### src/frontend_pkg.sv
////////////////////////////////////////
// shared widths, queue sizing, opcode and
// class codes, and the instruction format
// union for the two-wide front end
////////////////////////////////////////

package frontend_pkg;

  localparam int xlen             = 64; // pc and immediate width
  localparam int ilen             = 32; // one instruction
  localparam int num_slots        = 2;  // instructions per fetch
  localparam int fetch_bytes      = 8;  // bytes per fetch pair
  localparam int queue_depth      = 8;
  localparam int queue_ptr_bits   = 3;
  localparam int queue_count_bits = 4;  // holds 0 .. queue_depth

  ////////////////////////////////////////
  // operation classes
  ////////////////////////////////////////
  localparam logic [2:0] class_alu    = 3'd0; // reg and imm arithmetic
  localparam logic [2:0] class_load   = 3'd1;
  localparam logic [2:0] class_store  = 3'd2;
  localparam logic [2:0] class_branch = 3'd3; // conditional only
  localparam logic [2:0] class_jal    = 3'd4;
  localparam logic [2:0] class_jalr   = 3'd5;
  localparam logic [2:0] class_upper  = 3'd6; // lui, auipc
  localparam logic [2:0] class_other  = 3'd7;

  // base opcodes, bits 6:0 of the word
  localparam logic [6:0] opcode_op     = 7'b0110011;
  localparam logic [6:0] opcode_op_imm = 7'b0010011;
  localparam logic [6:0] opcode_load   = 7'b0000011;
  localparam logic [6:0] opcode_store  = 7'b0100011;
  localparam logic [6:0] opcode_branch = 7'b1100011;
  localparam logic [6:0] opcode_jal    = 7'b1101111;
  localparam logic [6:0] opcode_jalr   = 7'b1100111;
  localparam logic [6:0] opcode_lui    = 7'b0110111;
  localparam logic [6:0] opcode_auipc  = 7'b0010111;

  ////////////////////////////////////////
  // format views of one fetched word
  ////////////////////////////////////////
  typedef struct packed {
    logic [6:0] funct7;
    logic [4:0] rs2;
    logic [4:0] rs1;
    logic [2:0] funct3;
    logic [4:0] rd;
    logic [6:0] opcode;
  } r_format_t;

  typedef struct packed {
    logic [11:0] imm;
    logic [4:0]  rs1;
    logic [2:0]  funct3;
    logic [4:0]  rd;
    logic [6:0]  opcode;
  } i_format_t;

  typedef struct packed {
    logic [6:0] imm_hi;
    logic [4:0] rs2;
    logic [4:0] rs1;
    logic [2:0] funct3;
    logic [4:0] imm_lo;
    logic [6:0] opcode;
  } s_format_t;

  typedef struct packed {
    logic       imm12;   // sign bit
    logic [5:0] imm10_5;
    logic [4:0] rs2;
    logic [4:0] rs1;
    logic [2:0] funct3;
    logic [3:0] imm4_1;
    logic       imm11;
    logic [6:0] opcode;
  } b_format_t;

  typedef struct packed {
    logic [19:0] imm;    // lands in bits 31:12
    logic [4:0]  rd;
    logic [6:0]  opcode;
  } u_format_t;

  typedef struct packed {
    logic       imm20;   // sign bit
    logic [9:0] imm10_1;
    logic       imm11;
    logic [7:0] imm19_12;
    logic [4:0] rd;
    logic [6:0] opcode;
  } j_format_t;

  // the opcode picks which view is meaningful
  typedef union packed {
    logic [ilen-1:0] raw;
    r_format_t       r_format;
    i_format_t       i_format;
    s_format_t       s_format;
    b_format_t       b_format;
    u_format_t       u_format;
    j_format_t       j_format;
  } inst_word_u;

endpackage

### src/fetch_stage.sv
////////////////////////////////////////
// fetch stage: pc register, aligned memory
// address and next pc, and the split of the
// 64-bit memory word into two slots
////////////////////////////////////////

`timescale 1ns/1ps

module fetch_stage (
  input  logic                                                      clock,
  input  logic                                                      reset,
  input  logic                                                      take_branch,
  input  logic [frontend_pkg::xlen-1:0]                             branch_target,
  input  logic [63:0]                                               imem_data,
  input  logic                                                      imem_valid,
  input  logic                                                      queue_room,
  output logic [frontend_pkg::xlen-1:0]                             imem_addr,
  output logic [frontend_pkg::num_slots-1:0]                        fetch_valid,
  output logic [frontend_pkg::num_slots-1:0][frontend_pkg::ilen-1:0] fetch_inst,
  output logic [frontend_pkg::num_slots-1:0][frontend_pkg::xlen-1:0] fetch_pc
);

  logic [frontend_pkg::xlen-1:0] pc;        // pair being fetched
  logic [frontend_pkg::xlen-1:0] pc_plus_8;
  logic [frontend_pkg::xlen-1:0] next_pc;
  logic                          accept;    // pair taken this cycle
  logic                          pc_enable;

  assign imem_addr = {pc[frontend_pkg::xlen-1:3], 3'b000}; // memory is 8-byte wide

  // low half of the memory word is the lower address
  assign fetch_inst[0] = imem_data[31:0];
  assign fetch_inst[1] = imem_data[63:32];

  assign fetch_valid = {frontend_pkg::num_slots{imem_valid}};

  assign fetch_pc[0] = pc;
  assign fetch_pc[1] = pc + 64'd4;

  assign pc_plus_8 = pc + frontend_pkg::fetch_bytes;
  assign accept    = imem_valid && queue_room;

  // a redirect overrides any stall
  assign next_pc   = take_branch ? branch_target : pc_plus_8;
  assign pc_enable = accept || take_branch;

  ////////////////////////////////////////
  // pc register
  ////////////////////////////////////////
  always_ff @(posedge clock)
  begin
    if (reset)
      pc <= '0;                 // boot at address 0
    else if (pc_enable)
      pc <= next_pc;
  end

  // targets must land on a pair boundary
  a_target_aligned: assert property (
    @(posedge clock) disable iff (reset)
    take_branch |-> (branch_target[2:0] == 3'b000)
  );

endmodule

### src/predecode.sv
////////////////////////////////////////
// predecode: registers each accepted pair
// with class, register numbers and the
// sign-extended immediate of its format
////////////////////////////////////////

`timescale 1ns/1ps

module predecode (
  input  logic                                                      clock,
  input  logic                                                      reset,
  input  logic                                                      flush,
  input  logic [frontend_pkg::num_slots-1:0]                        fetch_valid,
  input  logic [frontend_pkg::num_slots-1:0][frontend_pkg::ilen-1:0] fetch_inst,
  input  logic [frontend_pkg::num_slots-1:0][frontend_pkg::xlen-1:0] fetch_pc,
  input  logic                                                      imem_valid,
  input  logic                                                      queue_room,
  output logic [frontend_pkg::num_slots-1:0]                        dec_valid,
  output logic [frontend_pkg::num_slots-1:0][frontend_pkg::xlen-1:0] dec_pc,
  output logic [frontend_pkg::num_slots-1:0][frontend_pkg::ilen-1:0] dec_inst,
  output logic [frontend_pkg::num_slots-1:0][2:0]                   dec_class,
  output logic [frontend_pkg::num_slots-1:0][4:0]                   dec_rd,
  output logic [frontend_pkg::num_slots-1:0][4:0]                   dec_rs1,
  output logic [frontend_pkg::num_slots-1:0][4:0]                   dec_rs2,
  output logic [frontend_pkg::num_slots-1:0][frontend_pkg::xlen-1:0] dec_imm
);

  frontend_pkg::inst_word_u [frontend_pkg::num_slots-1:0] word; // format views

  logic [frontend_pkg::num_slots-1:0][2:0]                    cls;
  logic [frontend_pkg::num_slots-1:0][4:0]                    rd;
  logic [frontend_pkg::num_slots-1:0][4:0]                    rs1;
  logic [frontend_pkg::num_slots-1:0][4:0]                    rs2;
  logic [frontend_pkg::num_slots-1:0][frontend_pkg::xlen-1:0] imm;
  logic                                                       accept;

  assign word   = fetch_inst;
  assign accept = imem_valid && queue_room; // same rule as the pc advance

  ////////////////////////////////////////
  // per-slot class, registers, immediate
  ////////////////////////////////////////
  always_comb
  begin
    for (int s = 0; s < frontend_pkg::num_slots; s++)
    begin
      // register fields sit at fixed positions in every format
      rd[s]  = word[s].r_format.rd;
      rs1[s] = word[s].r_format.rs1;
      rs2[s] = 5'd0;
      imm[s] = '0;                                    // reg-reg has none
      case (word[s].r_format.opcode)
        frontend_pkg::opcode_op:
        begin
          cls[s] = frontend_pkg::class_alu;
          rs2[s] = word[s].r_format.rs2;
        end
        frontend_pkg::opcode_op_imm, frontend_pkg::opcode_load, frontend_pkg::opcode_jalr:
        begin
          if (word[s].r_format.opcode == frontend_pkg::opcode_load)
            cls[s] = frontend_pkg::class_load;
          else if (word[s].r_format.opcode == frontend_pkg::opcode_jalr)
            cls[s] = frontend_pkg::class_jalr;
          else
            cls[s] = frontend_pkg::class_alu;
          imm[s] = {{52{word[s].i_format.imm[11]}}, word[s].i_format.imm};
        end
        frontend_pkg::opcode_store:
        begin
          cls[s] = frontend_pkg::class_store;
          rd[s]  = 5'd0;                             // bits 11:7 are imm_lo here
          rs2[s] = word[s].s_format.rs2;
          imm[s] = {{52{word[s].s_format.imm_hi[6]}}, word[s].s_format.imm_hi,
                    word[s].s_format.imm_lo};
        end
        frontend_pkg::opcode_branch:
        begin
          cls[s] = frontend_pkg::class_branch;
          rd[s]  = 5'd0;
          rs2[s] = word[s].b_format.rs2;
          imm[s] = {{51{word[s].b_format.imm12}}, word[s].b_format.imm12,
                    word[s].b_format.imm11, word[s].b_format.imm10_5,
                    word[s].b_format.imm4_1, 1'b0};     // halfword offset
        end
        frontend_pkg::opcode_lui, frontend_pkg::opcode_auipc:
        begin
          cls[s] = frontend_pkg::class_upper;
          rs1[s] = 5'd0;
          imm[s] = {{32{word[s].u_format.imm[19]}}, word[s].u_format.imm, 12'd0};
        end
        frontend_pkg::opcode_jal:
        begin
          cls[s] = frontend_pkg::class_jal;
          rs1[s] = 5'd0;
          imm[s] = {{43{word[s].j_format.imm20}}, word[s].j_format.imm20,
                    word[s].j_format.imm19_12, word[s].j_format.imm11,
                    word[s].j_format.imm10_1, 1'b0};
        end
        default:
          cls[s] = frontend_pkg::class_other;           // fields passed raw
      endcase
    end
  end

  ////////////////////////////////////////
  // pipeline register
  ////////////////////////////////////////
  always_ff @(posedge clock)
  begin
    if (reset || flush)
      dec_valid <= '0;                                // redirect drops the pair
    else
      dec_valid <= accept ? fetch_valid : '0;
  end

  // payload registers load with each accepted pair
  always_ff @(posedge clock)
  begin
    if (accept)
    begin
      dec_pc    <= fetch_pc;
      dec_inst  <= fetch_inst;
      dec_class <= cls;
      dec_rd    <= rd;
      dec_rs1   <= rs1;
      dec_rs2   <= rs2;
      dec_imm   <= imm;
    end
  end

  a_no_valid_after_flush: assert property (
    @(posedge clock) disable iff (reset)
    $past(flush) |-> (dec_valid == '0)
  );

endmodule

### src/fetch_queue.sv
////////////////////////////////////////
// fetch queue: circular buffer taking up to
// two predecoded entries per cycle and
// presenting the head one at a time
////////////////////////////////////////

`timescale 1ns/1ps

module fetch_queue (
  input  logic                                                      clock,
  input  logic                                                      reset,
  input  logic                                                      flush,
  input  logic [frontend_pkg::num_slots-1:0]                        dec_valid,
  input  logic [frontend_pkg::num_slots-1:0][frontend_pkg::xlen-1:0] dec_pc,
  input  logic [frontend_pkg::num_slots-1:0][frontend_pkg::ilen-1:0] dec_inst,
  input  logic [frontend_pkg::num_slots-1:0][2:0]                   dec_class,
  input  logic [frontend_pkg::num_slots-1:0][4:0]                   dec_rd,
  input  logic [frontend_pkg::num_slots-1:0][4:0]                   dec_rs1,
  input  logic [frontend_pkg::num_slots-1:0][4:0]                   dec_rs2,
  input  logic [frontend_pkg::num_slots-1:0][frontend_pkg::xlen-1:0] dec_imm,
  input  logic                                                      deq,
  output logic                                                      queue_room,
  output logic                                                      out_valid,
  output logic [frontend_pkg::xlen-1:0]                             inst_pc,
  output logic [frontend_pkg::ilen-1:0]                             inst,
  output logic [2:0]                                                inst_class,
  output logic [4:0]                                                inst_rd,
  output logic [4:0]                                                inst_rs1,
  output logic [4:0]                                                inst_rs2,
  output logic [frontend_pkg::xlen-1:0]                             inst_imm
);

  // entry storage, one array per field
  logic [frontend_pkg::xlen-1:0] pc_mem    [frontend_pkg::queue_depth];
  logic [frontend_pkg::ilen-1:0] inst_mem  [frontend_pkg::queue_depth];
  logic [2:0]                    class_mem [frontend_pkg::queue_depth];
  logic [4:0]                    rd_mem    [frontend_pkg::queue_depth];
  logic [4:0]                    rs1_mem   [frontend_pkg::queue_depth];
  logic [4:0]                    rs2_mem   [frontend_pkg::queue_depth];
  logic [frontend_pkg::xlen-1:0] imm_mem   [frontend_pkg::queue_depth];

  logic [frontend_pkg::queue_ptr_bits-1:0]   head;
  logic [frontend_pkg::queue_ptr_bits-1:0]   tail;
  logic [frontend_pkg::queue_count_bits-1:0] count;
  logic [frontend_pkg::queue_count_bits-1:0] num_wr;  // 0, 1 or 2
  logic [frontend_pkg::queue_ptr_bits-1:0]   wr_ptr [frontend_pkg::num_slots];
  logic                                      do_deq;

  assign num_wr = frontend_pkg::queue_count_bits'(dec_valid[0])
                + frontend_pkg::queue_count_bits'(dec_valid[1]);
  assign do_deq = deq && out_valid;             // deq on empty is ignored

  // slot 1 lands behind slot 0 when both are valid
  assign wr_ptr[0] = tail;
  assign wr_ptr[1] = tail + frontend_pkg::queue_ptr_bits'(dec_valid[0]);

  // room for the pair in predecode plus the pair being accepted
  assign queue_room = (frontend_pkg::queue_depth - count) >= 2 * frontend_pkg::num_slots;
  assign out_valid  = (count != '0);

  // head fields straight from storage
  assign inst_pc    = pc_mem[head];
  assign inst       = inst_mem[head];
  assign inst_class = class_mem[head];
  assign inst_rd    = rd_mem[head];
  assign inst_rs1   = rs1_mem[head];
  assign inst_rs2   = rs2_mem[head];
  assign inst_imm   = imm_mem[head];

  ////////////////////////////////////////
  // pointers and count
  ////////////////////////////////////////
  always_ff @(posedge clock)
  begin
    if (reset || flush)
    begin
      head  <= '0;
      tail  <= '0;
      count <= '0;
    end
    else
    begin
      head  <= head + frontend_pkg::queue_ptr_bits'(do_deq);
      tail  <= tail + frontend_pkg::queue_ptr_bits'(num_wr);  // wraps at depth
      count <= count + num_wr - frontend_pkg::queue_count_bits'(do_deq);
    end
  end

  // entry storage write at the slot pointers
  always_ff @(posedge clock)
  begin
    for (int s = 0; s < frontend_pkg::num_slots; s++)
    begin
      if (dec_valid[s])
      begin
        pc_mem[wr_ptr[s]]    <= dec_pc[s];
        inst_mem[wr_ptr[s]]  <= dec_inst[s];
        class_mem[wr_ptr[s]] <= dec_class[s];
        rd_mem[wr_ptr[s]]    <= dec_rd[s];
        rs1_mem[wr_ptr[s]]   <= dec_rs1[s];
        rs2_mem[wr_ptr[s]]   <= dec_rs2[s];
        imm_mem[wr_ptr[s]]   <= dec_imm[s];
      end
    end
  end

  a_count_bound: assert property (
    @(posedge clock) disable iff (reset)
    count <= frontend_pkg::queue_depth
  );

  // the room level upstream must keep every write within capacity
  a_no_overflow: assert property (
    @(posedge clock) disable iff (reset)
    (|dec_valid) |-> (count + num_wr <= frontend_pkg::queue_depth)
  );

endmodule

### src/frontend_top.sv
////////////////////////////////////////
// front end top: fetch, predecode and the
// fetch queue, redirect flushes all stages
////////////////////////////////////////

`timescale 1ns/1ps

module frontend_top (
  input  logic                          clock,
  input  logic                          reset,
  input  logic                          take_branch,
  input  logic [frontend_pkg::xlen-1:0] branch_target,
  input  logic [63:0]                   imem_data,
  input  logic                          imem_valid,
  input  logic                          deq,
  output logic [frontend_pkg::xlen-1:0] imem_addr,
  output logic                          out_valid,
  output logic [frontend_pkg::xlen-1:0] inst_pc,
  output logic [frontend_pkg::ilen-1:0] inst,
  output logic [2:0]                    inst_class,
  output logic [4:0]                    inst_rd,
  output logic [4:0]                    inst_rs1,
  output logic [4:0]                    inst_rs2,
  output logic [frontend_pkg::xlen-1:0] inst_imm
);

  // fetch to predecode
  logic [frontend_pkg::num_slots-1:0]                         fetch_valid;
  logic [frontend_pkg::num_slots-1:0][frontend_pkg::ilen-1:0] fetch_inst;
  logic [frontend_pkg::num_slots-1:0][frontend_pkg::xlen-1:0] fetch_pc;

  // predecode to queue
  logic [frontend_pkg::num_slots-1:0]                         dec_valid;
  logic [frontend_pkg::num_slots-1:0][frontend_pkg::xlen-1:0] dec_pc;
  logic [frontend_pkg::num_slots-1:0][frontend_pkg::ilen-1:0] dec_inst;
  logic [frontend_pkg::num_slots-1:0][2:0]                    dec_class;
  logic [frontend_pkg::num_slots-1:0][4:0]                    dec_rd;
  logic [frontend_pkg::num_slots-1:0][4:0]                    dec_rs1;
  logic [frontend_pkg::num_slots-1:0][4:0]                    dec_rs2;
  logic [frontend_pkg::num_slots-1:0][frontend_pkg::xlen-1:0] dec_imm;

  logic queue_room;                             // back-pressure to fetch

  fetch_stage u_fetch (
    .clock, .reset, .take_branch, .branch_target,
    .imem_data, .imem_valid, .queue_room,
    .imem_addr, .fetch_valid, .fetch_inst, .fetch_pc
  );

  predecode u_predecode (
    .clock, .reset,
    .flush (take_branch),
    .fetch_valid, .fetch_inst, .fetch_pc, .imem_valid, .queue_room,
    .dec_valid, .dec_pc, .dec_inst, .dec_class,
    .dec_rd, .dec_rs1, .dec_rs2, .dec_imm
  );

  fetch_queue u_queue (
    .clock, .reset,
    .flush (take_branch),                       // empties at the redirect edge
    .dec_valid, .dec_pc, .dec_inst, .dec_class,
    .dec_rd, .dec_rs1, .dec_rs2, .dec_imm, .deq,
    .queue_room, .out_valid, .inst_pc, .inst, .inst_class,
    .inst_rd, .inst_rs1, .inst_rs2, .inst_imm
  );

endmodule

### config.mk
export PLATFORM = sky130hd
export DESIGN_NAME = frontend_top
export DESIGN_NICKNAME = d
export VERILOG_FILES = /design/src/frontend_pkg.sv /design/src/fetch_stage.sv /design/src/predecode.sv /design/src/fetch_queue.sv /design/src/frontend_top.sv
export SDC_FILE = /design/constraint.sdc
export NUM_CORES = 2
export LEC_CHECK = 0
export ABC_AREA = 1
export ABC_CLOCK_PERIOD_IN_PS = 16500
export BUFFER_PORTS_ARGS = -buffer_cell sky130_fd_sc_hd__buf_2
export CAP_MARGIN = 20
export CORE_MARGIN = 3
export CORE_UTILIZATION = 52
export DETAILED_ROUTE_END_ITERATION = 6
export PLACE_DENSITY = 0.76
export SYNTH_ARGS = -nofsm -noshare
export SYNTH_HDL_FRONTEND = slang
export SYNTH_SLANG_ARGS = --single-unit
### constraint.sdc
create_clock -name clock -period 16.5 [get_ports clock]
set_input_delay 2.475 -clock clock [delete_from_list [all_inputs] [get_ports clock]]
set_output_delay 2.475 -clock clock [all_outputs]
set_load 0.01 [all_outputs]
-- Word-level counts from Yosys, hierarchy flattened
Memories as Yosys holds them, arrays and structs flattened. A register that Yosys moved wholly into a read port is not among the register bits.
Index checks and enable logic that the tools add are counted.
- output and inout bits: 243
- bits in latches: 0
- RAM bits: 1424
- memory bits (read-only): 0
- bits of input ports: 133
- flip-flop bits (word level): 431
- memories kept: 7
- memories (memory ; words ; width ; rd ports ; clocked after memory_dff ; write ports ; RTL line ; RTL):
    u_queue.imm_mem ; 8 ; 64 ; 1 ; 1 ; 2 ; fetch_queue.sv:40 ; logic [frontend_pkg::xlen-1:0] imm_mem [frontend_pkg::queue_depth];
    u_queue.pc_mem ; 8 ; 64 ; 1 ; 1 ; 2 ; fetch_queue.sv:34 ; logic [frontend_pkg::xlen-1:0] pc_mem [frontend_pkg::queue_depth];
    u_queue.inst_mem ; 8 ; 32 ; 1 ; 1 ; 2 ; fetch_queue.sv:35 ; logic [frontend_pkg::ilen-1:0] inst_mem [frontend_pkg::queue_depth];
    u_queue.rd_mem ; 8 ; 5 ; 1 ; 1 ; 2 ; fetch_queue.sv:37 ; logic [4:0] rd_mem [frontend_pkg::queue_depth];
    u_queue.rs1_mem ; 8 ; 5 ; 1 ; 1 ; 2 ; fetch_queue.sv:38 ; logic [4:0] rs1_mem [frontend_pkg::queue_depth];
    u_queue.rs2_mem ; 8 ; 5 ; 1 ; 1 ; 2 ; fetch_queue.sv:39 ; logic [4:0] rs2_mem [frontend_pkg::queue_depth];
    +1 memories ; -- ; -- ; -- ; -- ; -- ; -- ;
- magnitude comparators: 1
- divide/modulo/power cells: 0
- reductions and logical operators: 16
- multipliers: 0
- shifts and indexed selects: 0
- add/subtract/negate cells: 9
- bitwise logic cells: 1
- equality and inequality tests: 18
- mux-type cells: 20
- operators by type and width (kind ; count):
    $pmux W64 S5 ; 2
    $add A64 B3 Y64 const B ; 1
    $add A64 B4 Y64 const B ; 1
    $mux W64 ; 1
    $eq A7 B6 Y1 const B ; 6
    $eq A7 B7 Y1 const B ; 6
    $pmux W3 S6 ; 2
    $mux W3 ; 11
    $ge A32 B3 Y1 const B ; 1
    $eq A7 B5 Y1 const B ; 4
    $reduce_or A3 Y1 ; 6
    $eq A7 B2 Y1 const B ; 2
    $reduce_or A2 Y1 ; 5
    $add A3 B1 Y3 ; 2
    $sub A4 B4 Y5 const A ; 1
    $add A4 B4 Y4 ; 1
    $mux W1 ; 4
    $reduce_bool A4 Y1 ; 1
    $sub A4 B1 Y4 ; 1
    $add A3 B3 Y3 ; 1
    $add A1 B1 Y2 ; 1
    $logic_and A1 B1 Y1 ; 2
    $logic_or A1 B1 Y1 ; 2
    $not A1 Y1 ; 1

-- Depth between registers and ports, before layout
- depth in word-level cells: 5
- mapped depth: 13

-- Modules after synthesis
A second synthesis with hierarchy kept.
- cells, all modules: 13286
- area, all modules: 104739.2 um2
- modules (own cells, without submodules) (module ; area an instance (um2) ; instances ; sequential area each (um2) ; cells an instance):
    fetch_queue ; 87247.4 ; 1 ; 42961.2 ; 11512
    predecode ; 10951.8 ; 1 ; 8808.4 ; 697
    fetch_stage ; 6540.0 ; 1 ; 1281.2 ; 1077

-- Worst setup path before layout
No wires, ideal clock.
- path kind: reg2reg
- from: register u_queue.tail[2] (netlist bit)
- to: memory u_queue.imm_mem[1][18] (netlist bit) (data pin)
- buffers on the path: 2
- arrival time: 11849 ps
- cell stages (with the launch flop): 7
- required time: 16236 ps
- slack: 4388 ps
- path through: dfxtp_1 nor3_1 inv_2 clkbuf_1 clkbuf_1 nand2_1 o21ai_0
- RTL lines (what ; RTL line ; RTL):
    start, declared ; fetch_queue.sv:43 ; logic [frontend_pkg::queue_ptr_bits-1:0] tail;
    start signal, assigned ; fetch_queue.sv:84 ; tail <= tail + frontend_pkg::queue_ptr_bits'(num_wr);
    end, declared ; fetch_queue.sv:40 ;

==> reports/qor.yml <==
floorplanning:
  placementRows: 133
  chipWidth_um: 372
  start_util_pct: 52.7
  core_mm2: 0.132
  die-area_mm2: 0.138
  fp.dieH_um: 372
  pin_count: 376
global_route:
  gr-usage-met1_pct: 37.3
  grt_start_max_net_pins: 297
  antenna_found_initial: 35
  grt_busiest_layer: "met2"
  use_met2_pct: 45.1
  track_usage_pct: 28.2
  grt_pass1_wl_um: 290000
  grt-ovfl-total: 0
  grt_use_met3_pct: 6.17
  grt_pass1_vias: 46000
setup_path:
  required_ns: 14.03
  start_kind: "flip-flop"
  crit_buf_inv: 3
  cp.arrival_ns: 4.84
  cp_max_fo: 242
  path_depth: 7
  slowest_delay_ns: 0.94
  end_kind: "primary output"
  path_cells: "buf_12, buf_4, o21ai_0, o22ai_1, nor2_1, a31oi_1, buf_2"
  reg2reg_depth: 7
  worstSetupPathType: "reg -> out"
  crit_slowest_cell: "buf_4"
  cp_top_family: "buffers and inverters"
yosys:
  synth_edf_count: 1458
  synth_area_mm2: 0.0696
  ys.flop_type: "edfxtp_1"
  syn-mean-instance-area_um2: 9.98
  ys_seq_area_share_pct: 65.0
  synth_warnings: 0
  ys_seq_elements: 1532
  synth.distinct_cells: 43
  synthCells: 6974
  async_flop_share_pct: 0
placed_design:
  place.gp.congestion: 0.948
  dpl.hpwl_um: 116000
  placed_cell_area_mm2: 0.0698
  port-buffer-count: 372
clock_tree:
  cts_max_path_buffers: 3
  htreeDepth: 4
  cts_tree: "done"
  cts_buffers: 157
  cts_hold_buf: 0
  post-cts-setup-buffers: 0
  cts_sinks: 1532
  cts_resized: 0
  cts-root-buf: "clkbuf_16"
  clkLatencyLatePin_ns: 0.78
  clk_pin_slew_ns: 0.06
final_layout:
  area_growth_pct: 7.41
  stdcell_area_mm2: 0.0747
  fillers: 10800
  drive_gt1_share_pct: 11.2
  fin_nets: 6652
detailed_routing:
  viasPerCell: 5.90
  vias: 49700
  drt_iter0_markers: 6213
  drc_errors: 0
  first_pass_iters: 6
  final_antenna_net_count: 0
  routed_wirelength_um: 199000
  wl_per_cell_um: 23.7
timing:
  fin_setup_tns_ns: 0
  slew-limit-headroom_pct: 13.0
  hold_viol: 0
  worst_hold_slack_ns: 0.511
  worst_clock_skew_ns: 0.0270
  finalCriticalPeriod_ns: 7.31
  fmax_mhz: 137
  worst_slew_pin_slew_ns: 1.30
  finalSetupViolCount: 0
  drv_slew: 0
  finalCritPeriodShare_pct: 44.3
  rsz0062_at_grt: "false"
status:
  status: "finished, final reports clean"
pwr:
  power.internal_uw: 6460
  leakage_uw: 0.0275
  seq_power_share_pct: 52.8
  switching_power_uw: 2080
  swShare_pct: 24.4
  vdd_ir_drop_max_uv: 78.1
  total_power_uw: 8540
  p_clk_share_pct: 39.2
  power_density_mw_per_mm2: 114
  power_frac_comb_pct: 8.0
worst_hold_path:
  holdPathStages: 2
  min-delay-path-class: "reg -> reg"
run:
  maxCapViolCount: 0
[power groups by stage]
stage	Sequential (µW)	Combinational [µW]	Clock, µW
after floorplan	4550	511	0
after detailed placement	4590	676	0
after CTS	4510	681	3370
after global placement	4590	653	0
final	4510	685	3350
after global routing	4520	758	3520
[placed cells by master (no fill, tap or decap), types with 3 or more instances in the layout]
master and instances:
nor3_2 12, nand2_4 7, o21ai_0 1189, o22ai_1 146, clkbuf_1 38, edfxtp_1 1458, clkinv_8 5, nor3_1 19
nor2_2 17, xor2_1 58, inv_8 6, inv_6 8, buf_2 372, nand2_2 11, nand4_1 19, diode_2 23
nand3_1 82, ha_1 10, nor3_4 4, buf_4 63, conb_1 3, clkinv_1 38, bufinv_16 5, inv_2 11
nor2_4 14, clkbuf_16 158, nand2_1 964, nor2_1 1189, dfxtp_1 72, a21oi_1 32, buf_12 4, clkinv_2 24
a31oi_1 156, o21ai_1 84, clkinvlp_4 8, inv_1 312, xnor2_1 9
[worst register-to-register path, delay by kind of cell (launching register included)]
kind | cells | cell delay, ns
AND/OR/NAND/NOR | 1 | 0.07
AO/OA/AOI/OAI | 1 | 0.34
buffers and inverters | 5 | 3.27
flip-flops | 1 | 0.35
[cells by family after synthesis]
| group | after synthesis | share of synthesized area [%] |
|---|---|---|
| XOR/XNOR | 67 | 0.843 |
| AND/OR/NAND/NOR | 2344 | 13.4 |
| buffers and inverters | 1400 | 8.26 |
| flip-flops | 1532 | 65.0 |
| other | 1 | 0.00539 |
| adder cells (fa/ha/maj) | 11 | 0.209 |
| AO/OA/AOI/OAI | 1619 | 12.2 |
[per-stage QoR]
stage                     util, %  std cells  setup slack [ns]
after detailed placement     52.8       8100             10.14
after global routing         56.5       8393              8.97
after CTS                    56.5       8389              9.30
after global placement       52.8       8100             10.21
final                        56.6       8416              9.19
after floorplan                 -       6976              4.39
[Yosys cell counts (58+ instances only)]
| cell type | n | share of area (%) |
|---|---|---|
| dfxtp_1 | 74 | 2.1 |
| o22ai_1 | 146 | 1.3 |
| buf_4 | 107 | 1.2 |
| a31oi_1 | 157 | 1.4 |
| xor2_1 | 58 | 0.73 |
| nand3_1 | 82 | 0.59 |
| nor2_1 | 1191 | 6.4 |
| edfxtp_1 | 1458 | 63 |
| clkbuf_1 | 886 | 4.8 |
| o21ai_1 | 84 | 0.60 |
| o21ai_0 | 1189 | 8.6 |
| buf_2 | 71 | 0.51 |
| inv_1 | 314 | 1.7 |
| nand2_1 | 964 | 5.2 |
[worst paths after layout]
path	start	to	slack (ns)
max	u_queue.head[0]	inst_pc[61]	9.19
min	u_fetch.pc[3]	u_fetch.pc[3]	0.51
max reg2reg	u_predecode.dec_valid[0]	u_queue.pc_mem[3][18]	12.18
min reg2reg	u_fetch.pc[3]	u_fetch.pc[3]	0.51
[state kept, by name, summed over array words and instances (netlist names), 64 cells and up]
name / cells
u_queue.pc_mem: 512
u_queue.imm_mem: 256
u_queue.inst_mem: 256
u_predecode.dec_pc: 126
u_fetch.pc: 64
u_predecode.dec_imm: 64
u_predecode.dec_inst: 64
[layer usage]
| metal | vias up | wire, µm |
|---|---|---|
| met2 | 3129 | 92600 |
| met5 | - | 131 |
| met4 | 18 | 8890 |
| met3 | 533 | 24200 |
| li1 | 22400 | - |
| met1 | 23600 | 73500 |
[final cells by class]
class                           count  area (µm²)  share of cell area (%)
Antenna cell                       23        57.6                  0.0770
Clock buffer                      198        4120                    5.52
Clock inverter                     91         663                   0.887
Inverter                          331        1300                    1.74
Multi-Input combinational cell   4044       18600                    24.9
Sequential cell                  1532       45300                    60.6
Tap cell                         1755        2200                    2.94
Timing Repair Buffer              442        2480                    3.32
No activity file was read; power rests on OpenSTA's default activity.
